## src/hdl/plic_pkg.sv

```systemverilog
// Shared widths, register-select and gateway-state enums, Wishbone and candidate structs

package plic_pkg;

  ////////////////////////////////////////////////////////////////////////////
  // Widths
  ////////////////////////////////////////////////////////////////////////////

  // Source id, 0 reserved for no interrupt
  localparam int SRC_ID_W = 5;
  // Priority and threshold levels 0..7
  localparam int PRIO_W   = 3;
  // Wishbone byte address and data
  localparam int WB_ADR_W = 8;
  localparam int WB_DAT_W = 32;

  ////////////////////////////////////////////////////////////////////////////
  // Enums
  ////////////////////////////////////////////////////////////////////////////

  // Address decode result
  typedef enum logic [2:0] {
    REG_PRIO,
    REG_PENDING,
    REG_ENABLE,
    REG_TRIGGER,
    REG_THRESHOLD,
    REG_CLAIM,
    REG_NONE
  } reg_sel_e;

  // Gateway request life cycle
  typedef enum logic [1:0] {
    GW_IDLE,
    GW_PENDING,
    GW_CLAIMED
  } gw_state_e;

  ////////////////////////////////////////////////////////////////////////////
  // Structs
  ////////////////////////////////////////////////////////////////////////////

  // Master to slave
  typedef struct packed {
    logic                cyc;
    logic                stb;
    logic                we;
    logic [WB_ADR_W-1:0] adr;
    logic [WB_DAT_W-1:0] dat;
  } wb_req_t;

  // Slave to master
  typedef struct packed {
    logic                ack;
    logic [WB_DAT_W-1:0] dat;
  } wb_rsp_t;

  // Candidate passed between pipeline stages
  typedef struct packed {
    logic                valid;
    logic [SRC_ID_W-1:0] id;
    logic [PRIO_W-1:0]   prio;
  } cand_t;

endpackage

```

## src/hdl/plic_gateway.sv

```systemverilog
// Per-source interrupt gateway with edge detect, pending counter and claim FSM
`timescale 1ns/1ps

module plic_gateway #(
  parameter int MAX_PENDING_COUNT = 4
)
(
  input  logic clk,
  input  logic rst_n,
  input  logic src,
  input  logic edge_lvl,
  input  logic claim,
  input  logic complete,
  output logic ip
);

  // Counter width, at least one bit even with no extra edges kept
  localparam int CNT_W = (MAX_PENDING_COUNT > 0) ? $clog2(MAX_PENDING_COUNT + 1) : 1;
  localparam logic [CNT_W-1:0] CNT_MAX = CNT_W'(MAX_PENDING_COUNT);

  logic                src_dly;
  logic                src_edge;
  logic [CNT_W-1:0]    pend_cnt;
  logic                take;
  plic_pkg::gw_state_e state;
  plic_pkg::gw_state_e state_nxt;

  ////////////////////////////////////////////////////////////////////////////
  // Rising edge detect
  ////////////////////////////////////////////////////////////////////////////

  // Registered edge, adds one cycle in edge mode
  always_ff @(posedge clk or negedge rst_n)
    if (!rst_n)
    begin
      src_dly  <= 1'b0;
      src_edge <= 1'b0;
    end
    else
    begin
      src_dly  <= src;
      src_edge <= src & ~src_dly;
    end

  // Request taken into pending this cycle
  // Edge mode uses a fresh edge or a stored one
  assign take = (state == plic_pkg::GW_IDLE) &&
                (edge_lvl ? (src_edge || (pend_cnt != '0)) : src);

  ////////////////////////////////////////////////////////////////////////////
  // Missed-edge counter
  ////////////////////////////////////////////////////////////////////////////

  always_ff @(posedge clk or negedge rst_n)
    if (!rst_n)
      pend_cnt <= '0;
    else if (!edge_lvl)
      pend_cnt <= '0;
    // Stored edge served and no new one arriving
    else if (take && (pend_cnt != '0) && !src_edge)
      pend_cnt <= pend_cnt - 1'b1;
    // Edge while busy, saturate at max
    else if (!take && src_edge && (pend_cnt < CNT_MAX))
      pend_cnt <= pend_cnt + 1'b1;

  ////////////////////////////////////////////////////////////////////////////
  // Pending / claimed FSM
  ////////////////////////////////////////////////////////////////////////////

  always_comb
  begin
    state_nxt = state;
    case (state)
      plic_pkg::GW_IDLE:
        if (take)
          state_nxt = plic_pkg::GW_PENDING;
      plic_pkg::GW_PENDING:
        if (claim)
          state_nxt = plic_pkg::GW_CLAIMED;
      // Source blocked until handler completes
      plic_pkg::GW_CLAIMED:
        if (complete)
          state_nxt = plic_pkg::GW_IDLE;
      default:
        state_nxt = plic_pkg::GW_IDLE;
    endcase
  end

  always_ff @(posedge clk or negedge rst_n)
    if (!rst_n)
      state <= plic_pkg::GW_IDLE;
    else
      state <= state_nxt;

  // Pending only while waiting for a claim
  assign ip = (state == plic_pkg::GW_PENDING);

endmodule

```

## src/hdl/plic_select.sv

```systemverilog
// Registered stage picking the highest-priority enabled pending source
`timescale 1ns/1ps

module plic_select #(
  parameter int SOURCES = 8
)
(
  input  logic                                   clk,
  input  logic                                   rst_n,
  input  logic [SOURCES:1]                       ip,
  input  logic [SOURCES:1]                       enable,
  input  logic [SOURCES:1][plic_pkg::PRIO_W-1:0] prio,
  output plic_pkg::cand_t                        best
);

  localparam int ID_W = plic_pkg::SRC_ID_W;

  // Combinational winner
  plic_pkg::cand_t scan;

  ////////////////////////////////////////////////////////////////////////////
  // Priority scan
  ////////////////////////////////////////////////////////////////////////////

  // Start from prio 0 so a zero priority never wins
  // Strict compare keeps the lowest id on ties
  always_comb
  begin
    scan = '0;
    for (int i = 1; i <= SOURCES; i++)
    begin
      if (ip[i] && enable[i] && (prio[i] > scan.prio))
      begin
        scan.valid = 1'b1;
        scan.id    = ID_W'(i);
        scan.prio  = prio[i];
      end
    end
  end

  ////////////////////////////////////////////////////////////////////////////
  // Output register
  ////////////////////////////////////////////////////////////////////////////

  // One cycle from ip, enable or prio
  always_ff @(posedge clk or negedge rst_n)
    if (!rst_n)
      best <= '0;
    else
      best <= scan;

endmodule

```

## src/hdl/plic_target.sv

```systemverilog
// Registered threshold stage driving irq and the claimable candidate
`timescale 1ns/1ps

module plic_target
(
  input  logic                        clk,
  input  logic                        rst_n,
  input  plic_pkg::cand_t             best,
  input  logic [plic_pkg::PRIO_W-1:0] threshold,
  output logic                        irq,
  output plic_pkg::cand_t             claim_cand
);

  // Candidate clears the threshold
  logic above;

  ////////////////////////////////////////////////////////////////////////////
  // Threshold compare
  ////////////////////////////////////////////////////////////////////////////

  // Strictly above, so threshold 7 masks everything
  assign above = best.valid && (best.prio > threshold);

  // Id and priority follow best unconditionally
  // Only valid carries the threshold decision
  always_ff @(posedge clk or negedge rst_n)
    if (!rst_n)
      claim_cand <= '0;
    else
    begin
      claim_cand.valid <= above;
      claim_cand.id    <= best.id;
      claim_cand.prio  <= best.prio;
    end

  // Single target, irq is the held valid
  assign irq = claim_cand.valid;

endmodule

```

## src/hdl/plic_wb_regs.sv

```systemverilog
// Wishbone classic register slave with claim and complete strobe generation
`timescale 1ns/1ps

module plic_wb_regs #(
  parameter int SOURCES = 8
)
(
  input  logic                                   clk,
  input  logic                                   rst_n,
  input  plic_pkg::wb_req_t                      wb_req,
  output plic_pkg::wb_rsp_t                      wb_rsp,
  input  logic [SOURCES:1]                       ip,
  input  plic_pkg::cand_t                        claim_cand,
  output logic [SOURCES:1]                       enable,
  output logic [SOURCES:1]                       edge_lvl,
  output logic [SOURCES:1][plic_pkg::PRIO_W-1:0] prio,
  output logic [plic_pkg::PRIO_W-1:0]            threshold,
  output logic [SOURCES:1]                       claim,
  output logic [SOURCES:1]                       complete
);

  localparam int ID_W   = plic_pkg::SRC_ID_W;
  localparam int PRIO_W = plic_pkg::PRIO_W;
  localparam int ADR_W  = plic_pkg::WB_ADR_W;
  localparam int DAT_W  = plic_pkg::WB_DAT_W;

  // Fixed register addresses
  localparam logic [ADR_W-1:0] ADR_PENDING   = 'h80;
  localparam logic [ADR_W-1:0] ADR_ENABLE    = 'h84;
  localparam logic [ADR_W-1:0] ADR_TRIGGER   = 'h88;
  localparam logic [ADR_W-1:0] ADR_THRESHOLD = 'h8C;
  localparam logic [ADR_W-1:0] ADR_CLAIM     = 'h90;

  logic               access;
  logic               ack_q;
  logic [DAT_W-1:0]   rd_data;
  logic [DAT_W-1:0]   rd_q;
  plic_pkg::reg_sel_e sel;
  logic [ID_W-1:0]    prio_idx;
  logic [ID_W-1:0]    claim_id;
  logic [SOURCES:1]   claim_hot;
  logic [SOURCES:1]   complete_hot;

  ////////////////////////////////////////////////////////////////////////////
  // Address decode
  ////////////////////////////////////////////////////////////////////////////

  // Accepted request, ~ack forces a low cycle between acks
  assign access   = wb_req.cyc & wb_req.stb & ~ack_q;
  // Word index below 0x80 is the source id
  assign prio_idx = wb_req.adr[ID_W+1:2];

  always_comb
  begin
    sel = plic_pkg::REG_NONE;
    if (!wb_req.adr[ADR_W-1] && (wb_req.adr[1:0] == 2'b00) &&
        (prio_idx != '0) && (prio_idx <= SOURCES))
      sel = plic_pkg::REG_PRIO;
    else
      case (wb_req.adr)
        ADR_PENDING:   sel = plic_pkg::REG_PENDING;
        ADR_ENABLE:    sel = plic_pkg::REG_ENABLE;
        ADR_TRIGGER:   sel = plic_pkg::REG_TRIGGER;
        ADR_THRESHOLD: sel = plic_pkg::REG_THRESHOLD;
        ADR_CLAIM:     sel = plic_pkg::REG_CLAIM;
        default:       sel = plic_pkg::REG_NONE;
      endcase
  end

  // Claim returns 0 when nothing clears the threshold
  assign claim_id = claim_cand.valid ? claim_cand.id : '0;

  // One-hot strobes, full word compare rejects ids out of range
  always_comb
  begin
    for (int k = 1; k <= SOURCES; k++)
    begin
      claim_hot[k]    = (claim_id == ID_W'(k));
      complete_hot[k] = (wb_req.dat == DAT_W'(k));
    end
  end

  ////////////////////////////////////////////////////////////////////////////
  // Read mux
  ////////////////////////////////////////////////////////////////////////////

  // Bit 0 of vector registers stays 0
  always_comb
  begin
    rd_data = '0;
    case (sel)
      plic_pkg::REG_PRIO:      rd_data[PRIO_W-1:0] = prio[prio_idx];
      plic_pkg::REG_PENDING:   rd_data[SOURCES:1]  = ip;
      plic_pkg::REG_ENABLE:    rd_data[SOURCES:1]  = enable;
      plic_pkg::REG_TRIGGER:   rd_data[SOURCES:1]  = edge_lvl;
      plic_pkg::REG_THRESHOLD: rd_data[PRIO_W-1:0] = threshold;
      plic_pkg::REG_CLAIM:     rd_data[ID_W-1:0]   = claim_id;
      default:                 rd_data = '0;
    endcase
  end

  ////////////////////////////////////////////////////////////////////////////
  // Register writes
  ////////////////////////////////////////////////////////////////////////////

  // Pending and unmapped writes fall through
  always_ff @(posedge clk or negedge rst_n)
    if (!rst_n)
    begin
      prio      <= '0;
      enable    <= '0;
      edge_lvl  <= '0;
      threshold <= '0;
    end
    else if (access && wb_req.we)
    begin
      case (sel)
        plic_pkg::REG_PRIO:      prio[prio_idx] <= wb_req.dat[PRIO_W-1:0];
        plic_pkg::REG_ENABLE:    enable         <= wb_req.dat[SOURCES:1];
        plic_pkg::REG_TRIGGER:   edge_lvl       <= wb_req.dat[SOURCES:1];
        plic_pkg::REG_THRESHOLD: threshold      <= wb_req.dat[PRIO_W-1:0];
        default:                 ;
      endcase
    end

  ////////////////////////////////////////////////////////////////////////////
  // Ack and strobes
  ////////////////////////////////////////////////////////////////////////////

  // Strobes line up with ack
  always_ff @(posedge clk or negedge rst_n)
    if (!rst_n)
    begin
      ack_q    <= 1'b0;
      claim    <= '0;
      complete <= '0;
    end
    else
    begin
      ack_q    <= access;
      claim    <= (access && !wb_req.we && (sel == plic_pkg::REG_CLAIM)) ? claim_hot : '0;
      complete <= (access && wb_req.we && (sel == plic_pkg::REG_CLAIM)) ? complete_hot : '0;
    end

  // Read data captured with the request, valid during ack
  always_ff @(posedge clk)
    if (access)
      rd_q <= rd_data;

  always_comb
  begin
    wb_rsp.ack = ack_q;
    wb_rsp.dat = rd_q;
  end

endmodule

```

## src/hdl/plic_top.sv

```systemverilog
// PLIC top level with gateway array, select and target stages and register slave
`timescale 1ns/1ps

module plic_top #(
  parameter int SOURCES           = 8,
  parameter int MAX_PENDING_COUNT = 4
)
(
  input  logic              clk,
  input  logic              rst_n,
  input  logic [SOURCES:1]  src,
  input  plic_pkg::wb_req_t wb_req,
  output plic_pkg::wb_rsp_t wb_rsp,
  output logic              irq
);

  // Gateway side
  logic [SOURCES:1]                       ip;
  logic [SOURCES:1]                       edge_lvl;
  logic [SOURCES:1]                       claim;
  logic [SOURCES:1]                       complete;
  // Software configuration
  logic [SOURCES:1]                       enable;
  logic [SOURCES:1][plic_pkg::PRIO_W-1:0] prio;
  logic [plic_pkg::PRIO_W-1:0]            threshold;
  // Pipeline candidates
  plic_pkg::cand_t                        best;
  plic_pkg::cand_t                        claim_cand;

  ////////////////////////////////////////////////////////////////////////////
  // Gateways, one per source id
  ////////////////////////////////////////////////////////////////////////////

  generate
    for (genvar k = 1; k <= SOURCES; k++)
    begin : g_gw
      plic_gateway #(
        .MAX_PENDING_COUNT (MAX_PENDING_COUNT)
      ) i_gateway (
        .clk      (clk),
        .rst_n    (rst_n),
        .src      (src[k]),
        .edge_lvl (edge_lvl[k]),
        .claim    (claim[k]),
        .complete (complete[k]),
        .ip       (ip[k])
      );
    end
  endgenerate

  // Highest enabled pending source
  plic_select #(
    .SOURCES (SOURCES)
  ) i_select (
    .clk    (clk),
    .rst_n  (rst_n),
    .ip     (ip),
    .enable (enable),
    .prio   (prio),
    .best   (best)
  );

  // Threshold and irq
  plic_target i_target (
    .clk        (clk),
    .rst_n      (rst_n),
    .best       (best),
    .threshold  (threshold),
    .irq        (irq),
    .claim_cand (claim_cand)
  );

  // Register slave beside the pipeline
  plic_wb_regs #(
    .SOURCES (SOURCES)
  ) i_wb_regs (
    .clk        (clk),
    .rst_n      (rst_n),
    .wb_req     (wb_req),
    .wb_rsp     (wb_rsp),
    .ip         (ip),
    .claim_cand (claim_cand),
    .enable     (enable),
    .edge_lvl   (edge_lvl),
    .prio       (prio),
    .threshold  (threshold),
    .claim      (claim),
    .complete   (complete)
  );

endmodule

```

## config.mk

```make
export PLATFORM = sky130hd
export DESIGN_NAME = plic_top
export DESIGN_NICKNAME = d
export VERILOG_FILES = /design/src/hdl/plic_pkg.sv /design/src/hdl/plic_gateway.sv /design/src/hdl/plic_select.sv /design/src/hdl/plic_target.sv /design/src/hdl/plic_wb_regs.sv /design/src/hdl/plic_top.sv
export SDC_FILE = /design/constraint.sdc
export NUM_CORES = 1
export LEC_CHECK = 0
export ABC_AREA = 1
export BUFFER_PORTS_ARGS = -buffer_cell sky130_fd_sc_hd__buf_2
export CAP_MARGIN = 20
export CORE_MARGIN = 2
export CORE_UTILIZATION = 63
export CTS_CLUSTER_SIZE = 28
export DETAILED_ROUTE_END_ITERATION = 6
export PLACE_DENSITY = 0.85
export SYNTH_ARGS = -nofsm -noshare
export SYNTH_HDL_FRONTEND = slang
export SYNTH_SLANG_ARGS = --single-unit
```

## constraint.sdc

```tcl
create_clock -name clk -period 12.7 [get_ports clk]
set_input_delay 3.175 -clock clk [delete_from_list [all_inputs] [get_ports clk]]
set_output_delay 3.175 -clock clk [all_outputs]
set_load 0.1 [all_outputs]
```

==> reports/results.tsv, run 1 <==
metric	value	unit
yosysTopAreaCellShare	43.7	%
cts_resized	0	
crit_type	flop to flop	
antenna_found_initial	0	
worstSetupEndpointType	flop	
port_buffers	63	
die_height	112	um
crit_top_cell	o21ai_0	
finalCriticalPeriod	8.20	ns
grt_pass1_vias	5901	
dp.cells	1064	
gp_congestion	0.936	
met3_length	1.04	mm
post-place-ws	4.67	ns
synth-simple-area-share	23.3	%
stdcell_count	1095	
die_width	112	um
required	13.03	ns
start_kind	flop	
drt_iter0_markers	602	
dr.pass1.iters	5	
grt.total_usage	28.9	%
worstPathArrival	8.52	ns
syn_inst	870	
worstSkewPairLatency	0.43	ns
drive_gt1_share	14.8	%
yosys_warnings	0	
clk_pin_slew_worst_paths	0.06	ns
fin_tns_setup	0	ns
wl_met1	7.21	mm
maxSlewViolCount	0	
dp_hpwl	12.3	mm
timing.fmax	122	MHz
root_buffer	clkbuf_16	
synth.distinct_cells	52	
dieArea	12600	um^2
met2_length	8.43	mm
grt_pass1_wl	28.4	mm
relSlewSlack	33.0	%
synth-xor-area-share	1.66	%
finalClockSkew	0.00856	ns
grt_overflow_total	0	
grt_setup_unrepaired	no	
cts_sinks	138	
cts_buffers	17	
netlist_area	7390	um^2
yosys-mux-area-fraction	0	%
drt-wirelength-per-cell	15.6	um
layout.cells.most_common_list	152 x nand2_1, 134 x inv_1, 129 x dfrtp_1	
grt_max_degree	71	
final_area	8330	um^2
cts_setup_buffers	0	
cts_buffer_depth	2	
hold_violations	0	
power.total	1.05	mW
coreArea	11400	um^2
cap_violations	0	
start_util	64.7	%
cts_tree	yes	
synth_seq_cells	138	
worstMarginPinSlew	0.993	ns
ir_worst_vdd	0.171	mV
avgSynthCellArea	8.49	um^2
dpl_cell_area	7760	um^2
synthTopCellsByArea	dfrtp_1 44%, nand2_1 7.7%, inv_1 6.8%	
power.leakage	4.05	nW
cpPeakStageDelay	0.39	ns
path_max_fanout	8	
power.density	126	nW/um^2
setup_slack	4.50	ns
ios	87	
finalSetupViolCount	0	
synth_compound_area_share	12.7	%
async_flop_share	93.5	%
row_count	39	
vias	6101	
synth_top_family_by_area	simple AND/OR/NAND/NOR gates	
post_drt_via_cell_ratio	5.57	
synth_flop_cell	dfrtp_1	
layout.nets	1017	
syn_to_final_growth	12.8	%
postRouteAntennaNets	0	
top_layer	met4	
yosysSeqAreaShare	47.3	%
h-tree-depth	4	
diodes	0	
synth_edf_count	9	
final_common_cell	nand2_1	
slowest_stage	dfrtp_1	
drc_errors	0	
cts_hold_buf	0	
hp-class	flop to flop	
routed_wl	17.1	mm
synth_area_leader_cell	dfrtp_1	
synth_fa_ha_area_share	4.88	%
fin_crit_sh	64.5	%
status	completed	
==> critical path: cells and delay by family (launching register included) <==
| kind | cells | cell delay, ns |
|---|---|---|
| AOI/OAI and AO/OA | 12 | 2.48 |
| adders and majority gates | 7 | 2.05 |
| buffers and inverters | 3 | 0.24 |
| DFF | 1 | 0.39 |
| and+or+nand+nor | 26 | 2.91 |
==> metrics by stage <==
step	util (%)	hold slack, ns
3_5_place_dp	68.0	0.336
6_report	73.0	0.342
3_3_place_gp	68.0	0.335
2_1_floorplan	-	0.331
5_1_grt	73.0	0.354
4_1_cts	73.0	0.345
==> layer usage <==
layer,global-route usage (%),vias up
met5,0,-
met4,11.3,0
met3,6.91,36
met2,47.3,194
met1,37.7,2898
li1,-,2973
==> sequential cells by signal (all words and copies together), names as in the netlist <==
| name | count |
|---|---|
| i_target.irq | 1 |
| i_wb_regs.complete | 8 |
| i_wb_regs.prio | 24 |
| g_gw.i_gateway.src_edge | 8 |
| i_wb_regs.claim | 8 |
| g_gw.i_gateway.src_dly | 8 |
| i_wb_regs.ack_q | 1 |
| i_wb_regs.rd_q | 9 |
| i_select.best | 8 |
| g_gw.i_gateway.pend_cnt | 24 |
| i_wb_regs.threshold | 3 |
| i_target.claim_cand | 4 |
| g_gw.i_gateway.state | 16 |
| i_wb_regs.edge_lvl | 8 |
| i_wb_regs.enable | 8 |
==> cells by family after synthesis <==
group                    Yosys count
AND/OR/NAND/NOR                  362
buffers and inverters            175
AO/OA/AOI/OAI                    156
flip-flops                       138
adder cells (fa/ha/maj)           24
XOR/XNOR                          14
other                              1
==> area by class of cell <==
type,instances,area (um^2)
flip-flops and latches,138,3500
multi-input cells,579,3230
fillers,878,3090
inverters,139,522
clock buffers,20,447
repair buffers,65,333
well taps,143,179
clock inverters,11,121
==> synth_stat cells (10+ instances only) <==
cell type and count:
nand2_2 14, nand2_1 152, dfrtp_1 129, a21oi_1 19
nand4_1 10, nor2_1 56, nor3_1 35, ha_1 16
clkbuf_1 12, buf_4 24, inv_1 134, o21ai_0 89
o22ai_1 13, nor4_1 11, nand3_1 53
==> worst paths after layout <==
check                                            from                       endpoint  slack [ns]  depth (start not counted)
min in group asynchronous                       rst_n  g_gw[1].i_gateway.pend_cnt[0]        2.81                          1
min reg2reg                          i_select.best[3]         i_target.claim_cand[3]        0.34                          0
max in group asynchronous                       rst_n             i_wb_regs.prio[21]        8.55                          2
max reg2reg                g_gw[1].i_gateway.state[1]               i_select.best[2]        4.50                         48
min                                  i_select.best[3]         i_target.claim_cand[3]        0.34                          0
max                        g_gw[1].i_gateway.state[1]               i_select.best[2]        4.50                         48
==> where the power goes <==
group | leakage, nW | internal (mW) | switching, mW
registers | 1.82 | 0.457 | 0.0125
clock network | 0.276 | 0.292 | 0.185
logic | 1.95 | 0.0227 | 0.0782
total | 4.05 | 0.772 | 0.275
(Power assumes the default switching activity.)
==> run 2: changes to the inputs <==
ABC_AREA = 0   (was 1)
CORE_UTILIZATION = 53   (was 63)
PLACE_DENSITY = 0.76   (was 0.85)
clock period = 6.7 ns   (was 12.7 ns; I/O delays follow)
==> run 2 against run 1 <==
- the flow now finishes with violations (setup timing)
- critical endpoint is now i_select.best[0]
- highest routed layer unchanged
- clock skew is 0.0011 ns higher
- fmax shrank 7.7%
- critical path type unchanged
- first-iteration DRC count grew 2.2%
- routed wire length rose by 25%
- clock power grew 93%
==> reports/results.tsv, run 2 <==
metric	value	unit
port_buffers	63	
yosysTopAreaCellShare	42.6	%
crit_top_cell	ha_4	
layout.nets	1000	
clk_pin_slew_worst_paths	0.06	ns
drt_iter0_markers	615	
dp_hpwl	15.2	mm
synth_edf_count	9	
cts_buffers	17	
reg2reg_depth	55	
layout.cells.most_common_list	129 x dfrtp_1, 101 x buf_4, 76 x nor2_1	
hold_violations	0	
stdcell_count	1117	
min_delay_path_depth	0	
largestRegisters	g_gw.i_gateway.pend_cnt (24), i_wb_regs.prio (24), g_gw.i_gateway.state (16)	
maxSlewViolCount	0	
grt_setup_unrepaired	yes	
fin_crit_sh	133	%
path_delay_family	compound AO/OA/AOI/OAI gates	
dieArea	15300	um^2
row_count	43	
finalSetupViolCount	8	
post-place-ws	-2.45	ns
grt_overflow_total	0	
power.leakage	4.49	nW
yosysMostFrequentCell	dfrtp_1	
async_flop_share	93.5	%
required	7.01	ns
syn_to_final_growth	28.2	%
synth_area_leader_cell	dfrtp_1	
post_drt_via_cell_ratio	5.96	
setup_slack	-2.18	ns
path_max_fanout	5	
antenna_found_initial	1	
cts_tree	yes	
relSlewSlack	38.5	%
cts_buffer_depth	2	
p_switching	521	uW
timing.fmax	113	MHz
worstPathArrival	9.20	ns
worstSkewPairLatency	0.43	ns
die_height	124	um
cp_num_cells	55	
status	complete, but fails checks	
ios	87	
synth_seq_cells	138	
synth_flop_cell	dfrtp_1	
avgSynthCellArea	10.1	um^2
grt_pass1_vias	6630	
start_kind	flop	
yosysSeqAreaShare	46.1	%
slowest_stage	dfrtp_1	
drt-wirelength-per-cell	19.1	um
die_width	124	um
netlist_area	7580	um^2
gp_congestion	0.893	
grt.total_usage	29.0	%
cpPeakStageDelay	0.41	ns
start_util	54.4	%
routed_wl	21.3	mm
power.density	203	nW/um^2
power.total	1.97	mW
syn_inst	754	
final_common_cell	dfrtp_1	
h-tree-depth	4	
synthTopCellsByArea	dfrtp_1 43%, mux2_2 6.7%, nor2_1 4.0%	
postRouteAntennaNets	0	
synthTopCellsByCount	129 x dfrtp_1, 80 x nor2_1, 57 x o21ai_0, 50 x nand2_1, 45 x mux2_2	
finalClockSkew	0.00965	ns
crit_type	flop to flop	
cap_violations	0	
yosys_warnings	0	
worstSetupEndpointType	flop	
hp-class	flop to flop	
swShare	26.5	%
utilization	69.8	%
drive_gt1_share	34.3	%
ir_worst_vdd	0.203	mV
worstMarginPinSlew	0.911	ns
root_buffer	clkbuf_16	
dp.cells	1053	
combPwrFrac	9.3	%
drc_errors	0	
p_seq_share	43.9	%
finalCriticalPeriod	8.88	ns
vias	6657	
pwr-share-clk	46.8	%
path_buf_inv	10	
grt_max_degree	67	
synth.distinct_cells	87	
grt_pass1_wl	32.9	mm
violations	setup timing	
dr.pass1.iters	6	
p_int	1.45	mW
cts_sinks	138	
coreArea	13900	um^2
## run 2: changes by cell type after synthesis, moves of 24 or more
| cell | delta |
|---|---|
| nand2_1 | -102 |
| inv_1 | -100 |
| mux2_2 | +45 |
| nand3_1 | -35 |
| o21ai_0 | -32 |
| nor2_1 | +24 |
| nor2b_1 | +24 |
## run 2: worst reg2reg max path: cells and delay by family (launching register included)
family | cells | cell delay, ns
buffers and inverters | 10 | 1.01
flip-flops | 1 | 0.41
AO/OA/AOI/OAI | 19 | 2.85
multiplexers | 3 | 0.76
AND/OR/NAND/NOR | 15 | 1.75
adder cells (fa/ha/maj) | 8 | 2.00
## run 2: metrics by stage
stage | hold slack, ns | setup TNS [ns] | instance area [um^2]
2_1_floorplan | 0.331 | -17.07 | 7870
3_3_place_gp | 0.334 | -16.14 | 8710
3_5_place_dp | 0.340 | -19.08 | 8710
4_1_cts | 0.353 | -16.43 | 9570
5_1_grt | 0.361 | -19.81 | 9720
6_report | 0.351 | -16.56 | 9720
## run 2: cell families after synthesis
group                    synth area share, %
AND/OR/NAND/NOR                         19.4
AO/OA/AOI/OAI                           14.7
flip-flops                              46.1
buffers and inverters                   4.95
multiplexers                            9.27
adder cells (fa/ha/maj)                 5.01
XOR/XNOR                               0.445
other                                 0.0494
## run 2: layout make-up
type	instances	area, um^2
Antenna cell	1	2.50
Fill cell	1010	4210
Tap cell	180	225
Inverter	35	136
Clock buffer	18	429
Multi-Input combinational cell	566	4190
Sequential cell	138	3500
Clock inverter	14	148
Timing Repair Buffer	165	1090
## run 2: power groups by stage
stage          Clock [mW]  Sequential [mW]  Combinational (mW)
3_3_place_gp            0            0.878               0.167
6_report            0.922            0.864               0.183
3_5_place_dp            0            0.879               0.172
2_1_floorplan           0            0.888               0.115
4_1_cts             0.930            0.864               0.178
5_1_grt             0.967            0.865               0.195
## run 2: worst paths after layout
kind	from	end	slack (ns)
worst max-delay path	g_gw[1].i_gateway.state[1]	i_select.best[0]	-2.18
worst min-delay path	i_select.best[3]	i_target.claim_cand[3]	0.35
worst max register to register	g_gw[1].i_gateway.state[1]	i_select.best[0]	-2.18
worst min register to register	i_select.best[3]	i_target.claim_cand[3]	0.35
max in group asynchronous	rst_n	g_gw[7].i_gateway.state[1]	4.01
min in group asynchronous	rst_n	g_gw[2].i_gateway.pend_cnt[2]	1.35
## run 2: timing repair
item	CTS	global route
pin swaps	34	8
gates resized for setup	17	17
buffers inserted	25	7
hold buffers	0	0
endpoints found under the setup margin	8	8
gates cloned	0	0
## run 2: metal layers
metal | GRT usage [%] | wire length, um
met1 | 36.7 | 8450
met2 | 48.2 | 10600
met3 | 6.87 | 1600
met4 | 11.2 | 689
met5 | 0 | 0
